## config.mk

```make
export PLATFORM = sky130hd
export DESIGN_NAME = mem_stage
export DESIGN_NICKNAME = d
export VERILOG_FILES = /design/src/logic/axi_pkg.sv /design/src/logic/mem_pkg.sv /design/src/logic/access_decode.sv /design/src/logic/load_extract.sv /design/src/logic/mem_access_fsm.sv /design/src/logic/mem_stage.sv
export SDC_FILE = /design/constraint.sdc
export NUM_CORES = 1
export LEC_CHECK = 0
export BUFFER_PORTS_ARGS = -buffer_cell sky130_fd_sc_hd__buf_2
export CORE_AREA = 2 2 181 183
export CTS_CLUSTER_SIZE = 12
export DETAILED_ROUTE_END_ITERATION = 12
export DIE_AREA = 0 0 183 185
export HOLD_SLACK_MARGIN = 0.15
export PLACE_DENSITY = 0.59
export SETUP_SLACK_MARGIN = 0.4
export SLEW_MARGIN = 5
export SYNTH_ARGS = -nofsm -noshare
export SYNTH_HDL_FRONTEND = slang
export SYNTH_SLANG_ARGS = --single-unit
```

## constraint.sdc

```tcl
create_clock -name clk -period 2.6 [get_ports clk]
set_input_delay 0.26 -clock clk [delete_from_list [all_inputs] [get_ports clk]]
set_output_delay 0.26 -clock clk [all_outputs]
set_load 0.1 [all_outputs]
```

## src/logic/axi_pkg.sv

```systemverilog
package axi_pkg;

    localparam int ADDR_W = 32;
    localparam int DATA_W = 64;
    localparam int STRB_W = 8;
    localparam int ID_W = 4;
    localparam int LEN_W = 8;

    localparam logic [ID_W-1:0] AXI_ID = 4'd1;

    typedef enum logic [1:0] {OKAY, EXOKAY, SLVERR, DECERR} resp_t;

    typedef enum logic [1:0] {FIXED, INCR, WRAP} burst_t;

    // Bytes per beat.
    typedef enum logic [2:0] {SIZE_1, SIZE_2, SIZE_4, SIZE_8} size_t;

endpackage

```

## src/logic/mem_pkg.sv

```systemverilog
package mem_pkg;

    localparam int XLEN = 64;

    // Byte offset inside one 64-bit word.
    localparam int OFFSET_W = 3;

    typedef enum logic [3:0] {
        MEM_NOP = 4'd0,
        LB      = 4'd1,
        LH      = 4'd2,
        LW      = 4'd3,
        LD      = 4'd4,
        LBU     = 4'd5,
        LHU     = 4'd6,
        LWU     = 4'd7,
        SB      = 4'd8,
        SH      = 4'd9,
        SW      = 4'd10,
        SD      = 4'd11
    } mem_op_t;

    // Codes not listed here are raised upstream and passed along.
    typedef enum logic [3:0] {
        TRAP_NOP       = 4'd0,
        LOAD_MISALIGN  = 4'd4,
        STORE_MISALIGN = 4'd6
    } trap_t;

endpackage

```

## src/logic/access_decode.sv

```systemverilog
module access_decode (
    input  mem_pkg::mem_op_t             op,
    input  logic [mem_pkg::XLEN-1:0]     addr,
    input  logic [mem_pkg::XLEN-1:0]     store_data,
    input  logic                         valid_in,
    input  logic [3:0]                   trap_in,
    output logic                         is_load,
    output logic                         is_store,
    output logic [3:0]                   trap_out,
    output axi_pkg::size_t               size,
    output logic [axi_pkg::STRB_W-1:0]   wstrb,
    output logic [axi_pkg::DATA_W-1:0]   wdata
);

    logic [mem_pkg::OFFSET_W-1:0] offset;
    logic [axi_pkg::STRB_W-1:0]   byte_mask;
    logic                         misaligned;
    mem_pkg::trap_t               misalign_code;

    assign offset = addr[mem_pkg::OFFSET_W-1:0];

    assign is_load = (op >= mem_pkg::LB) && (op <= mem_pkg::LWU);
    assign is_store = (op >= mem_pkg::SB) && (op <= mem_pkg::SD);

    always_comb begin
        size = axi_pkg::SIZE_1;
        byte_mask = 8'h01;
        case (op)
            mem_pkg::LH, mem_pkg::LHU, mem_pkg::SH: begin
                size = axi_pkg::SIZE_2;
                byte_mask = 8'h03;
            end
            mem_pkg::LW, mem_pkg::LWU, mem_pkg::SW: begin
                size = axi_pkg::SIZE_4;
                byte_mask = 8'h0f;
            end
            mem_pkg::LD, mem_pkg::SD: begin
                size = axi_pkg::SIZE_8;
                byte_mask = 8'hff;
            end
            default: begin
                size = axi_pkg::SIZE_1;
                byte_mask = 8'h01;
            end
        endcase
    end

    // Mask bits 7, 3 and 1 give the offset bits that must be zero for this width.
    assign misaligned = (is_load || is_store)
                        && |(offset & {byte_mask[7], byte_mask[3], byte_mask[1]});

    assign misalign_code = is_load ? mem_pkg::LOAD_MISALIGN : mem_pkg::STORE_MISALIGN;

    always_comb begin
        if (valid_in && (trap_in == mem_pkg::TRAP_NOP) && misaligned) begin
            trap_out = misalign_code;
        end else begin
            trap_out = trap_in;
        end
    end

    // Store data goes onto the byte lanes picked by the offset.
    assign wdata = store_data << {offset, 3'b000};
    assign wstrb = (is_store && !misaligned) ? (byte_mask << offset) : '0;

endmodule

```

## src/logic/load_extract.sv

```systemverilog
module load_extract (
    input  mem_pkg::mem_op_t               op,
    input  logic [mem_pkg::OFFSET_W-1:0]   offset,
    input  logic [axi_pkg::DATA_W-1:0]     rdata,
    output logic [mem_pkg::XLEN-1:0]       load_data
);

    logic [axi_pkg::DATA_W-1:0] shifted;

    // Bring the addressed byte down to lane 0.
    assign shifted = rdata >> {offset, 3'b000};

    always_comb begin
        case (op)
            mem_pkg::LB: begin
                load_data = {{56{shifted[7]}}, shifted[7:0]};
            end
            mem_pkg::LH: begin
                load_data = {{48{shifted[15]}}, shifted[15:0]};
            end
            mem_pkg::LW: begin
                load_data = {{32{shifted[31]}}, shifted[31:0]};
            end
            mem_pkg::LD: begin
                load_data = shifted;
            end
            mem_pkg::LBU: begin
                load_data = {56'b0, shifted[7:0]};
            end
            mem_pkg::LHU: begin
                load_data = {48'b0, shifted[15:0]};
            end
            mem_pkg::LWU: begin
                load_data = {32'b0, shifted[31:0]};
            end
            default: begin
                load_data = '0;
            end
        endcase
    end

endmodule

```

## src/logic/mem_access_fsm.sv

```systemverilog
module mem_access_fsm (
    input  logic                         clk,
    input  logic                         rst,
    input  logic                         valid_in,
    input  logic                         conflict,
    input  logic                         wb_ready,
    input  mem_pkg::mem_op_t             op,
    input  logic                         is_load,
    input  logic                         is_store,
    input  logic [3:0]                   trap_out,
    output logic                         valid_out,
    output logic                         ready,
    output logic                         awvalid,
    input  logic                         awready,
    output logic                         wvalid,
    output logic                         wlast,
    input  logic                         wready,
    input  logic                         bvalid,
    input  logic [1:0]                   bresp,
    input  logic [axi_pkg::ID_W-1:0]     bid,
    output logic                         bready,
    output logic                         arvalid,
    input  logic                         arready,
    input  logic                         rvalid,
    input  logic [1:0]                   rresp,
    input  logic [axi_pkg::DATA_W-1:0]   rdata,
    input  logic                         rlast,
    input  logic [axi_pkg::ID_W-1:0]     rid,
    output logic                         rready,
    output logic [axi_pkg::DATA_W-1:0]   rdata_q
);

    typedef enum logic [2:0] {
        IDLE,
        RD_ADDR,
        RD_DATA,
        WR_ADDR,
        WR_DATA,
        WR_RESP,
        FINISH
    } state_t;

    state_t state;
    state_t state_next;
    logic   start_access;
    logic   pass_through;
    logic   read_done;
    logic   write_done;

    assign start_access = valid_in && (trap_out == mem_pkg::TRAP_NOP) && !conflict
                          && (is_load || is_store);

    // A trap goes through even while a conflict is raised.
    assign pass_through = valid_in && ((trap_out != mem_pkg::TRAP_NOP)
                          || (!conflict && (op == mem_pkg::MEM_NOP)));

    // Beats with a foreign ID or an error response are ignored.
    assign read_done = rvalid && (rid == axi_pkg::AXI_ID) && rlast
                       && ((rresp == axi_pkg::OKAY) || (rresp == axi_pkg::EXOKAY));
    assign write_done = bvalid && (bid == axi_pkg::AXI_ID)
                        && ((bresp == axi_pkg::OKAY) || (bresp == axi_pkg::EXOKAY));

    always_comb begin
        state_next = state;
        case (state)
            IDLE: begin
                if (start_access) begin
                    state_next = is_load ? RD_ADDR : WR_ADDR;
                end
            end
            RD_ADDR: if (arready) state_next = RD_DATA;
            RD_DATA: if (read_done) state_next = FINISH;
            WR_ADDR: if (awready) state_next = WR_DATA;
            WR_DATA: if (wready) state_next = WR_RESP;
            WR_RESP: if (write_done) state_next = FINISH;
            FINISH: if (wb_ready) state_next = IDLE;
            default: state_next = IDLE;
        endcase
    end

    always_ff @(posedge clk or posedge rst) begin
        if (rst) begin
            state <= IDLE;
        end else begin
            state <= state_next;
        end
    end

    always_ff @(posedge clk or posedge rst) begin
        if (rst) begin
            rdata_q <= '0;
        end else if (state == RD_DATA) begin
            rdata_q <= rdata;
        end
    end

    assign arvalid = (state == RD_ADDR);
    assign rready = (state == RD_DATA);
    assign awvalid = (state == WR_ADDR);
    assign wvalid = (state == WR_DATA);
    assign wlast = (state == WR_DATA);
    assign bready = (state == WR_RESP);

    always_comb begin
        case (state)
            IDLE: begin
                valid_out = pass_through;
                ready = !valid_in || (pass_through && wb_ready);
            end
            FINISH: begin
                valid_out = 1'b1;
                ready = wb_ready;
            end
            default: begin
                valid_out = 1'b0;
                ready = 1'b0;
            end
        endcase
    end

endmodule

```

## src/logic/mem_stage.sv

```systemverilog
module mem_stage (
    input  logic                          clk,
    input  logic                          rst,
    input  logic                          valid_in,
    input  logic [mem_pkg::XLEN-1:0]      addr,
    input  logic [mem_pkg::XLEN-1:0]      store_data,
    input  mem_pkg::mem_op_t              op,
    input  logic [3:0]                    trap_in,
    input  logic                          conflict,
    input  logic                          wb_ready,
    output logic                          valid_out,
    output logic                          ready,
    output logic [mem_pkg::XLEN-1:0]      load_data,
    output logic [3:0]                    trap_out,
    input  logic                          awready,
    output logic                          awvalid,
    output logic [axi_pkg::ADDR_W-1:0]    awaddr,
    output logic [axi_pkg::ID_W-1:0]      awid,
    output logic [axi_pkg::LEN_W-1:0]     awlen,
    output logic [2:0]                    awsize,
    output logic [1:0]                    awburst,
    input  logic                          wready,
    output logic                          wvalid,
    output logic [axi_pkg::DATA_W-1:0]    wdata,
    output logic [axi_pkg::STRB_W-1:0]    wstrb,
    output logic                          wlast,
    output logic                          bready,
    input  logic                          bvalid,
    input  logic [1:0]                    bresp,
    input  logic [axi_pkg::ID_W-1:0]      bid,
    input  logic                          arready,
    output logic                          arvalid,
    output logic [axi_pkg::ADDR_W-1:0]    araddr,
    output logic [axi_pkg::ID_W-1:0]      arid,
    output logic [axi_pkg::LEN_W-1:0]     arlen,
    output logic [2:0]                    arsize,
    output logic [1:0]                    arburst,
    output logic                          rready,
    input  logic                          rvalid,
    input  logic [1:0]                    rresp,
    input  logic [axi_pkg::DATA_W-1:0]    rdata,
    input  logic                          rlast,
    input  logic [axi_pkg::ID_W-1:0]      rid
);

    logic                       is_load;
    logic                       is_store;
    axi_pkg::size_t             size;
    logic [axi_pkg::DATA_W-1:0] rdata_q;

    // Uncached single beats, so the bus sees the byte address as is.
    assign awaddr = addr[axi_pkg::ADDR_W-1:0];
    assign araddr = addr[axi_pkg::ADDR_W-1:0];
    assign awsize = size;
    assign arsize = size;
    assign awid = axi_pkg::AXI_ID;
    assign arid = axi_pkg::AXI_ID;
    assign awlen = '0;
    assign arlen = '0;
    assign awburst = axi_pkg::FIXED;
    assign arburst = axi_pkg::FIXED;

    access_decode u_decode (
        .op         (op),
        .addr       (addr),
        .store_data (store_data),
        .valid_in   (valid_in),
        .trap_in    (trap_in),
        .is_load    (is_load),
        .is_store   (is_store),
        .trap_out   (trap_out),
        .size       (size),
        .wstrb      (wstrb),
        .wdata      (wdata)
    );

    mem_access_fsm u_fsm (
        .clk       (clk),
        .rst       (rst),
        .valid_in  (valid_in),
        .conflict  (conflict),
        .wb_ready  (wb_ready),
        .op        (op),
        .is_load   (is_load),
        .is_store  (is_store),
        .trap_out  (trap_out),
        .valid_out (valid_out),
        .ready     (ready),
        .awvalid   (awvalid),
        .awready   (awready),
        .wvalid    (wvalid),
        .wlast     (wlast),
        .wready    (wready),
        .bvalid    (bvalid),
        .bresp     (bresp),
        .bid       (bid),
        .bready    (bready),
        .arvalid   (arvalid),
        .arready   (arready),
        .rvalid    (rvalid),
        .rresp     (rresp),
        .rdata     (rdata),
        .rlast     (rlast),
        .rid       (rid),
        .rready    (rready),
        .rdata_q   (rdata_q)
    );

    load_extract u_extract (
        .op        (op),
        .offset    (addr[mem_pkg::OFFSET_W-1:0]),
        .rdata     (rdata_q),
        .load_data (load_data)
    );

endmodule

```

==> impl_metrics.yaml, run 1 <==
outcome:
  status: "finished, violations left"
  violations: "setup timing"
yosys:
  synth.avg_cell_area_um2: 8.77
  synth-async-reset-ratio: 1.00
  syn-cell-area_um2: 7830
  netlist-cell-type-count: 55
  synth_cells: 893
  synth-seq-cells: 67
  ys_warn_count: 0
  synth_edf_count: 0
  synth_ff_type: "dfrtp_1"
  ys_seq_area_frac: 0.214
timing:
  fin_crit_ps: 2980
  rsz0062_at_grt: "yes"
  setup_viol: 48
  fin_ws_ps: -375
  tightest_slew_ps: 551
  fin_hold_ws_ps: 150
  finClkSkew_ps: 6.72
  finalHoldViolations: 0
  fmax_mhz: 336
  fin_crit_sh: 1.14
  relSlewSlack: 0.628
  report.final.slew_viol_count: 0
clock_tree:
  clkLatencyLatePin_ps: 340
  cts-htree-levels: 3
  path_clk_slew_ps: 60
  cts_tree: "built"
  clock_sinks: 67
  numCtsBuffers: 9
  clockBufferDepth: 2
  clock-root-buffer: "clkbuf_16"
floorplanning:
  initial_core_util: 0.244
  io_pins: 469
  die_y_um: 185
  dieWidth_um: 183
  core_area_um2: 32000
  fp-row-count: 66
  die_area_um2: 33900
worst_setup_path:
  worstPathRequired_ps: 2340
  r2r_cells: 6
  end_kind: "output pin"
  worst_path_most_repeated_cell: "buf_12"
  critPathArrivalTime_ps: 2720
  cp_num_cells: 9
  slowest_delay_ps: 510
  startpoint_type: "flop"
  cpLargestDelayFamily: "multiplexers"
  cp_max_fo: 8
  path_class: "flop to output pin"
  path_buf_inv: 4
  worstPathCellList: "mux2_4, mux4_2, and3_4, a311oi_4, buf_6, buf_12, buf_12, nand2_4, buf_12"
  cp_slowest_cell: "mux4_2"
pwr:
  total_power_mw: 11.4
  powerDensity_nw_per_um2: 776
  vdd_drop_max_v: 0.000576
  p_leak_nw: 6.23
detailed_routing:
  num_vias: 8543
  wl_per_cell_um: 23.4
  met3_length_um: 2490
  drc: 0
  dr.max_layer_used: "met5"
  avgViaCountPerCell: 5.21
  dr.pass1.iters: 5
  ant_nets: 0
  wl_met2_um: 20600
  drtIter0Drc: 432
  wl_met1_um: 13900
  totalWireLength_um: 38400
place:
  dpl_cell_area_um2: 12600
  portBuffers: 317
  place_congestion: 0.858
  hpwl_um: 27000
run:
  maxCapViolCount: 0
finish:
  design_area_um2: 14700
  drive_gt1_frac: 0.637
  fin_nets: 1455
  syn2layout_area_growth_pct: 88.2
global_routing:
  grt_pass1_vias: 8909
  grt_max_degree: 68
  antenna_found_initial: 2
  grt_pass1_wl_um: 55100
  grt_use_total: 0.215
  overflow: 0
min_path:
  min_path_cells: 2
  hold_class: "primary input to flop"
==> cells in the final DEF, fill, tap and decap left out, types with 18 or more instances in the layout <==
master / instances
nand2_1: 80
o21ai_4: 20
nor2_1: 31
buf_4: 68
dfrtp_1: 65
buf_2: 170
nor2_4: 24
mux2i_1: 58
nand2_4: 18
mux2_2: 76
buf_12: 151
a21oi_1: 39
dlygate4sd3_1: 28
a21oi_4: 22
buf_6: 31
conb_1: 30
mux4_2: 50
==> registers in the layout, indices dropped and copies added, names as in the netlist <==
name,flops
u_fsm.rdata_q,64
u_fsm.state,3
==> worst paths after layout <==
path | slack, ps | endpoint | startpoint
worst max-delay path | -380 | load_data[52] | u_fsm.rdata_q[55]
worst min-delay path | 150 | u_fsm.rdata_q[15] | rdata[15]
worst max register to register | 590 | u_fsm.rdata_q[27] | u_fsm.state[1]
worst min register to register | 510 | u_fsm.rdata_q[1] | u_fsm.rdata_q[1]
max in group asynchronous | 1740 | u_fsm.rdata_q[4] | rst
min in group asynchronous | 540 | u_fsm.rdata_q[8] | rst
==> per-layer routing <==
metal  vias up  global-route usage
li1       3785                   -
met1      4268               0.250
met2       387               0.393
met3       101              0.0362
met4         2              0.0832
met5         -                   0
==> cell families (layout without fill, tap and decap cells) <==
group           after synthesis  count (layout)  share of synthesized area
compound gates              178             178                      0.144
xor+xnor                      1               1                    0.00112
fa+ha+maj                     6               6                    0.00959
buf+inv                     184             493                      0.141
flops                        67              67                      0.214
mux                         189             189                      0.334
other cells                   2              31                   0.000959
simple gates                266             266                      0.155
==> timing repair <==
item / CTS / global route
endpoints found under the setup margin: 114 / 108
endpoints found under the hold margin: 93 / 1
buffers inserted: 21 / 12
hold buffers: 27 / 1
cloned: 2 / 3
resized for setup: 219 / 63
pin swaps: 17 / 14
==> area by class of cell <==
type / instances / area (um2)
Inverter: 15 / 66.3
Multi-Input combinational cell: 670 / 6810
Clock inverter: 6 / 138
Tap cell: 408 / 510
Clock buffer: 9 / 225
Timing Repair Buffer: 463 / 5310
Fill cell: 2840 / 17300
Sequential cell: 67 / 1680
Antenna cell: 1 / 2.50
==> through the flow <==
stage | cells | setup slack (ps) | setup TNS (ps) | utilization
floorplan | 921 | -26.0 | -569 | -
global placement | 1557 | -169 | -4130 | 0.392
detailed placement | 1557 | -176 | -4310 | 0.392
CTS | 1622 | -380 | -16200 | 0.447
global route | 1639 | -443 | -18550 | 0.460
finish | 1639 | -375 | -15660 | 0.460
==> power by group <==
group          internal (mW)  switching (mW)  total (mW)
clock network           1.04           0.528        1.56
registers               1.58           0.721        2.30
logic                   3.13            4.45        7.57
total                   5.74            5.69        11.4
==> synthesized netlist by cell type, types with 7 or more instances <==
cell type    n  area (um2)
nand2_1    120         450
a211oi_1     9        67.6
nor4_1       7        43.8
mux2_2      81         912
nor2b_1     15        93.8
inv_1       14        52.6
buf_2       15        75.1
buf_4       97         728
buf_1       12        45.0
mux4_2      50        1130
clkbuf_1    41         154
o21ai_0     41         205
a22oi_1     16         120
o22a_1      12         105
nor3_1      20         100
and2_1      20         125
mux2i_1     58         581
dfrtp_1     67        1680
o31ai_1      7        52.6
nor2_1      59         221
a21oi_1     63         315
(Power assumes the default switching activity.)
==> inputs of run 2 (changes only) <==
--- a/config.mk
+++ b/config.mk
@@ -11,8 +11,9 @@
 export DETAILED_ROUTE_END_ITERATION = 12
 export DIE_AREA = 0 0 183 185
 export HOLD_SLACK_MARGIN = 0.15
-export PLACE_DENSITY = 0.59
+export PLACE_DENSITY = 0.53
 export SETUP_SLACK_MARGIN = 0.4
+export SKIP_LAST_GASP = 1
 export SLEW_MARGIN = 5
 export SYNTH_ARGS = -nofsm -noshare
 export SYNTH_HDL_FRONTEND = slang
==> impl_metrics.yaml, run 2 (synthesis results as in run 1) <==
timing:
  setup_viol: 48
  relSlewSlack: 0.605
  rsz0062_at_grt: "yes"
  fmax_mhz: 342
  fin_crit_ps: 2930
  fin_crit_sh: 1.13
  finalHoldViolations: 0
  finClkSkew_ps: 8.98
  fin_hold_ws_ps: 158
  final.setup.tns_ps: -12140
  report.final.slew_viol_count: 0
  tightest_slew_ps: 593
  fin_ws_ps: -328
min_path:
  min_to: "u_fsm.rdata_q[12]"
  min_from: "rdata[12]"
  min_path_cells: 2
  hold_class: "primary input to flop"
detailed_routing:
  totalWireLength_um: 37500
  dr.pass1.iters: 7
  drtIter0Drc: 401
  num_vias: 8562
  avgViaCountPerCell: 5.11
  drc: 0
  wl_per_cell_um: 22.4
  ant_nets: 0
outcome:
  violations: "setup timing"
  status: "finished, violations left"
finish:
  syn2layout_area_growth_pct: 91.9
  fin_util: 0.469
  largest_reg_flops: 64
  layout.cells.most_common: "buf_2"
  top_register: "u_fsm.rdata_q"
  final_cell_mix: "buf_2 (167), buf_12 (150), nand2_1 (80), buf_4 (78), mux2_2 (76)"
  instances_no_fill: 1674
  reg_top3: "u_fsm.rdata_q (64), u_fsm.state (3)"
  fin_nets: 1489
  drive_gt1_frac: 0.623
  design_area_um2: 15000
pwr:
  pwr-share-clk: 0.120
  switching_share: 0.508
  powerDensity_nw_per_um2: 743
  vdd_drop_max_v: 0.000516
  p_int_mw: 5.49
  total_power_mw: 11.2
  pwr-share-comb: 0.677
  p_leak_nw: 6.33
  switching_power_mw: 5.68
  seqPwrFrac: 0.203
worst_setup_path:
  worstPathRequired_ps: 2340
  r2r_cells: 4
  path_class: "flop to output pin"
  startpoint_type: "flop"
  end_kind: "output pin"
  r2r_slack_ps: 680
  reg2reg_to: "u_fsm.state[1]"
  critPathArrivalTime_ps: 2670
  cp_max_fo: 7
  worstReg2RegStart: "u_fsm.state[0]"
place:
  dp_slack_ps: -91.3
  place_congestion: 0.867
  hpwl_um: 26800
  portBuffers: 317
  dpl.cell_count: 1559
  dpl_cell_area_um2: 12600
clock_tree:
  cts_tree: "built"
  numCtsBuffers: 9
  cts-htree-levels: 3
  clockBufferDepth: 2
  clock-root-buffer: "clkbuf_16"
  clock_sinks: 67
  path_clk_slew_ps: 70
  clkLatencyLatePin_ps: 350
floorplanning:
  io_pins: 469
  die_area_um2: 33900
  dieWidth_um: 183
  initial_core_util: 0.244
  die_y_um: 185
  core_area_um2: 32000
  fp-row-count: 66
global_routing:
  grt_pass1_wl_um: 53400
  grt_max_degree: 75
  grt_pass1_vias: 8990
  antenna_found_initial: 2
  grt_use_total: 0.205
  overflow: 0
run:
  maxCapViolCount: 0
run 2: changes by cell type in the layout (fill, tap and decap cells not counted), sizes merged:
cell         change
buf              -4
bufbuf           +1
bufinv           -3
clkbuf           +4
clkinv           +1
clkinvlp         +3
dlygate4sd3     +33
run 2: worst max path at each step:
| stage | end | depth (start not counted) | startpoint |
|---|---|---|---|
| finish | load_data[42] | 9 | u_fsm.rdata_q[39] |
| global route | load_data[42] | 9 | u_fsm.rdata_q[39] |
| CTS | load_data[42] | 8 | u_fsm.rdata_q[39] |
| detailed placement | load_data[41] | 9 | addr[1] |
| global placement | load_data[41] | 9 | addr[1] |
| floorplan | wstrb[0] | 7 | op[1] |
run 2: worst max-delay path, cell delays in order, from the launching register on:
cell and delay [ps]:
dfrtp_1 410, mux2_4 280, mux4_2 470, and3_4 180, a311oi_4 270, buf_6 170
buf_12 150, buf_12 140, nand2_2 70, buf_8 170
run 2: final cells by class:
cell class	instances	area (um2)
inverters	15	68.8
clock inverters	7	85.1
well taps	408	510
fillers	2902	17000
multi-input cells	670	6800
clock buffers	9	225
flip-flops and latches	67	1680
diodes	1	2.50
repair buffers	497	5650
run 2: power groups by stage:
stage | logic (mW) | registers [mW] | clock network (mW)
floorplan | 5.67 | 1.95 | 0
global placement | 6.78 | 2.24 | 0
detailed placement | 6.83 | 2.25 | 0
CTS | 7.23 | 2.24 | 1.38
global route | 7.91 | 2.34 | 1.41
finish | 7.56 | 2.27 | 1.34
run 2: per-layer routing:
metal,vias up,part of all wire,global-route usage,wire length [um]
li1,3849,-,-,-
met1,4287,0.38,0.236,14200
met2,338,0.53,0.378,19800
met3,86,0.063,0.0435,2370
met4,2,0.032,0.0682,1200
met5,-,0.00032,0,12
run 2: what timing repair did:
| action | CTS | global route |
|---|---|---|
| cloned | 2 | 5 |
| setup buffers | 18 | 12 |
| hold buffers | 61 | 0 |
| hold endpoints to repair | 80 | 0 |
| pin swaps | 13 | 10 |
| resized for setup | 144 | 136 |
| endpoints found under the setup margin | 118 | 101 |
==> inputs of run 3 (changes only) <==
--- a/config.mk
+++ b/config.mk
@@ -6,10 +6,10 @@
 export NUM_CORES = 1
 export LEC_CHECK = 0
 export BUFFER_PORTS_ARGS = -buffer_cell sky130_fd_sc_hd__buf_2
-export CORE_AREA = 2 2 181 183
+export CORE_AREA = 2 2 182 184
 export CTS_CLUSTER_SIZE = 12
 export DETAILED_ROUTE_END_ITERATION = 12
-export DIE_AREA = 0 0 183 185
+export DIE_AREA = 0 0 184 186
 export HOLD_SLACK_MARGIN = 0.15
 export PLACE_DENSITY = 0.53
 export SETUP_SLACK_MARGIN = 0.4
==> impl_metrics.yaml, run 3 (synthesis results as in run 1) <==
outcome:
  status: "finished, violations left"
  violations: "setup timing"
finish:
  fin_util: 0.450
  reg_top3: "u_fsm.rdata_q (64), u_fsm.state (3)"
  top_register: "u_fsm.rdata_q"
  fin_nets: 1433
  instances_no_fill: 1618
  drive_gt1_frac: 0.648
  final_cell_mix: "buf_2 (175), buf_12 (138), nand2_1 (80), mux2_2 (76), dfrtp_1 (66)"
  layout.cells.most_common: "buf_2"
  syn2layout_area_growth_pct: 84.9
  nFillCells: 2933
  largest_reg_flops: 64
detailed_routing:
  drtIter0Drc: 359
  dr.pass1.iters: 5
  wl_per_cell_um: 23.3
  ant_nets: 0
  avgViaCountPerCell: 5.12
  drc: 0
  num_vias: 8281
  totalWireLength_um: 37700
clock_tree:
  numCtsBuffers: 9
  clockBufferDepth: 2
  clock_sinks: 67
  path_clk_slew_ps: 60
  cts-htree-levels: 3
  cts_tree: "built"
  clkLatencyLatePin_ps: 340
  clock-root-buffer: "clkbuf_16"
worst_setup_path:
  r2r_slack_ps: 520
  startpoint_type: "flop"
  worstPathRequired_ps: 2340
  end_kind: "output pin"
  critPathArrivalTime_ps: 2680
  startpoint: "u_fsm.rdata_q[23]"
  cp_max_fo: 8
  worstReg2RegStart: "u_fsm.state[1]"
  path_class: "flop to output pin"
timing:
  tightest_slew_ps: 675
  rsz0062_at_grt: "yes"
  finClkSkew_ps: 10.4
  fin_ws_ps: -338
  relSlewSlack: 0.548
  fin_crit_ps: 2940
  report.final.slew_viol_count: 0
  setup_viol: 55
  fmax_mhz: 340
  final.setup.tns_ps: -12140
  fin_hold_ws_ps: 156
  finalHoldViolations: 0
  fin_crit_sh: 1.13
global_routing:
  overflow: 0
  antenna_found_initial: 5
  grt_max_degree: 68
  grt_use_total: 0.210
  grt_pass1_vias: 8353
  grt_pass1_wl_um: 53400
floorplanning:
  initial_core_util: 0.243
  core_area_um2: 32200
  fp-row-count: 66
  io_pins: 469
  dieWidth_um: 184
  die_area_um2: 34200
  die_y_um: 186
min_path:
  min_from: "rdata[2]"
  hold_class: "primary input to flop"
place:
  portBuffers: 317
  dpl.cell_count: 1551
  hpwl_um: 27200
  place_congestion: 0.798
run:
  maxCapViolCount: 0
pwr:
  p_leak_nw: 6.09
  vdd_drop_max_v: 0.000613
  powerDensity_nw_per_um2: 771
## run 3: cell types whose count changed in the layout (fill, tap and decap cells not counted), sizes merged
cell	previous run	this run
clkinvlp	5	3
bufinv	1	3
clkinv	2	3
dlygate4sd3	61	17
bufbuf	1	3
clkbuf	18	12
buf	426	420
inv	14	11
## run 3: cell type report
cell class | count | area (um2) | share of cell area
well taps | 408 | 510 | 0.0353
multi-input cells | 670 | 6850 | 0.473
flip-flops and latches | 67 | 1680 | 0.116
diodes | 1 | 2.50 | 0.000173
inverters | 15 | 71.3 | 0.00493
clock buffers | 11 | 243 | 0.0168
clock inverters | 5 | 100 | 0.00691
repair buffers | 441 | 5030 | 0.347
## run 3: repair_timing
action / in CTS / in global routing
cloned: 5 / 2
hold endpoints to repair: 83 / 0
hold buffers: 17 / 0
pin swaps: 14 / 15
setup buffers: 16 / 10
endpoints found under the setup margin: 128 / 97
resized for setup: 241 / 60
## run 3: path summary, 6_finish.rpt
check / end / depth (start not counted)
worst max-delay path: load_data[42] / 9
worst min-delay path: u_fsm.rdata_q[2] / 2
worst max register to register: u_fsm.rdata_q[7] / 6
worst min register to register: u_fsm.rdata_q[0] / 1
max in group asynchronous: u_fsm.rdata_q[57] / 4
min in group asynchronous: u_fsm.rdata_q[39] / 4
## run 3: critical path, stage by stage (launching register included)
cell      delay (ps)
dfrtp_1          390
mux2_4           270
mux4_2           490
and3_4           180
a311oi_4         290
buf_4            180
buf_12           140
buf_4            150
nand2_2           70
buf_8            180
## run 3: stage by stage
stage / cell area, um2 / power [mW] / worst slack, ps
finish: 14500 / 11.2 / -338
global route: 14500 / 11.6 / -425
CTS: 14100 / 11.0 / -323
detailed placement: 12400 / 8.96 / -100
global placement: 12400 / 8.88 / -67.3
floorplan: 9460 / 7.62 / -26.0
## run 3: report_power, final
part	switching, mW	internal [mW]
clock	0.487	0.961
combinational	4.39	3.07
sequential	0.672	1.58
total	5.55	5.61
## run 3: metal layers
| layer | wire length [um] | vias to the layer above | track usage |
|---|---|---|---|
| li1 | - | 3745 | - |
| met1 | 14100 | 4104 | 0.243 |
| met2 | 19500 | 335 | 0.374 |
| met3 | 2620 | 95 | 0.0489 |
| met4 | 1430 | 2 | 0.0790 |
| met5 | 13 | - | 0 |
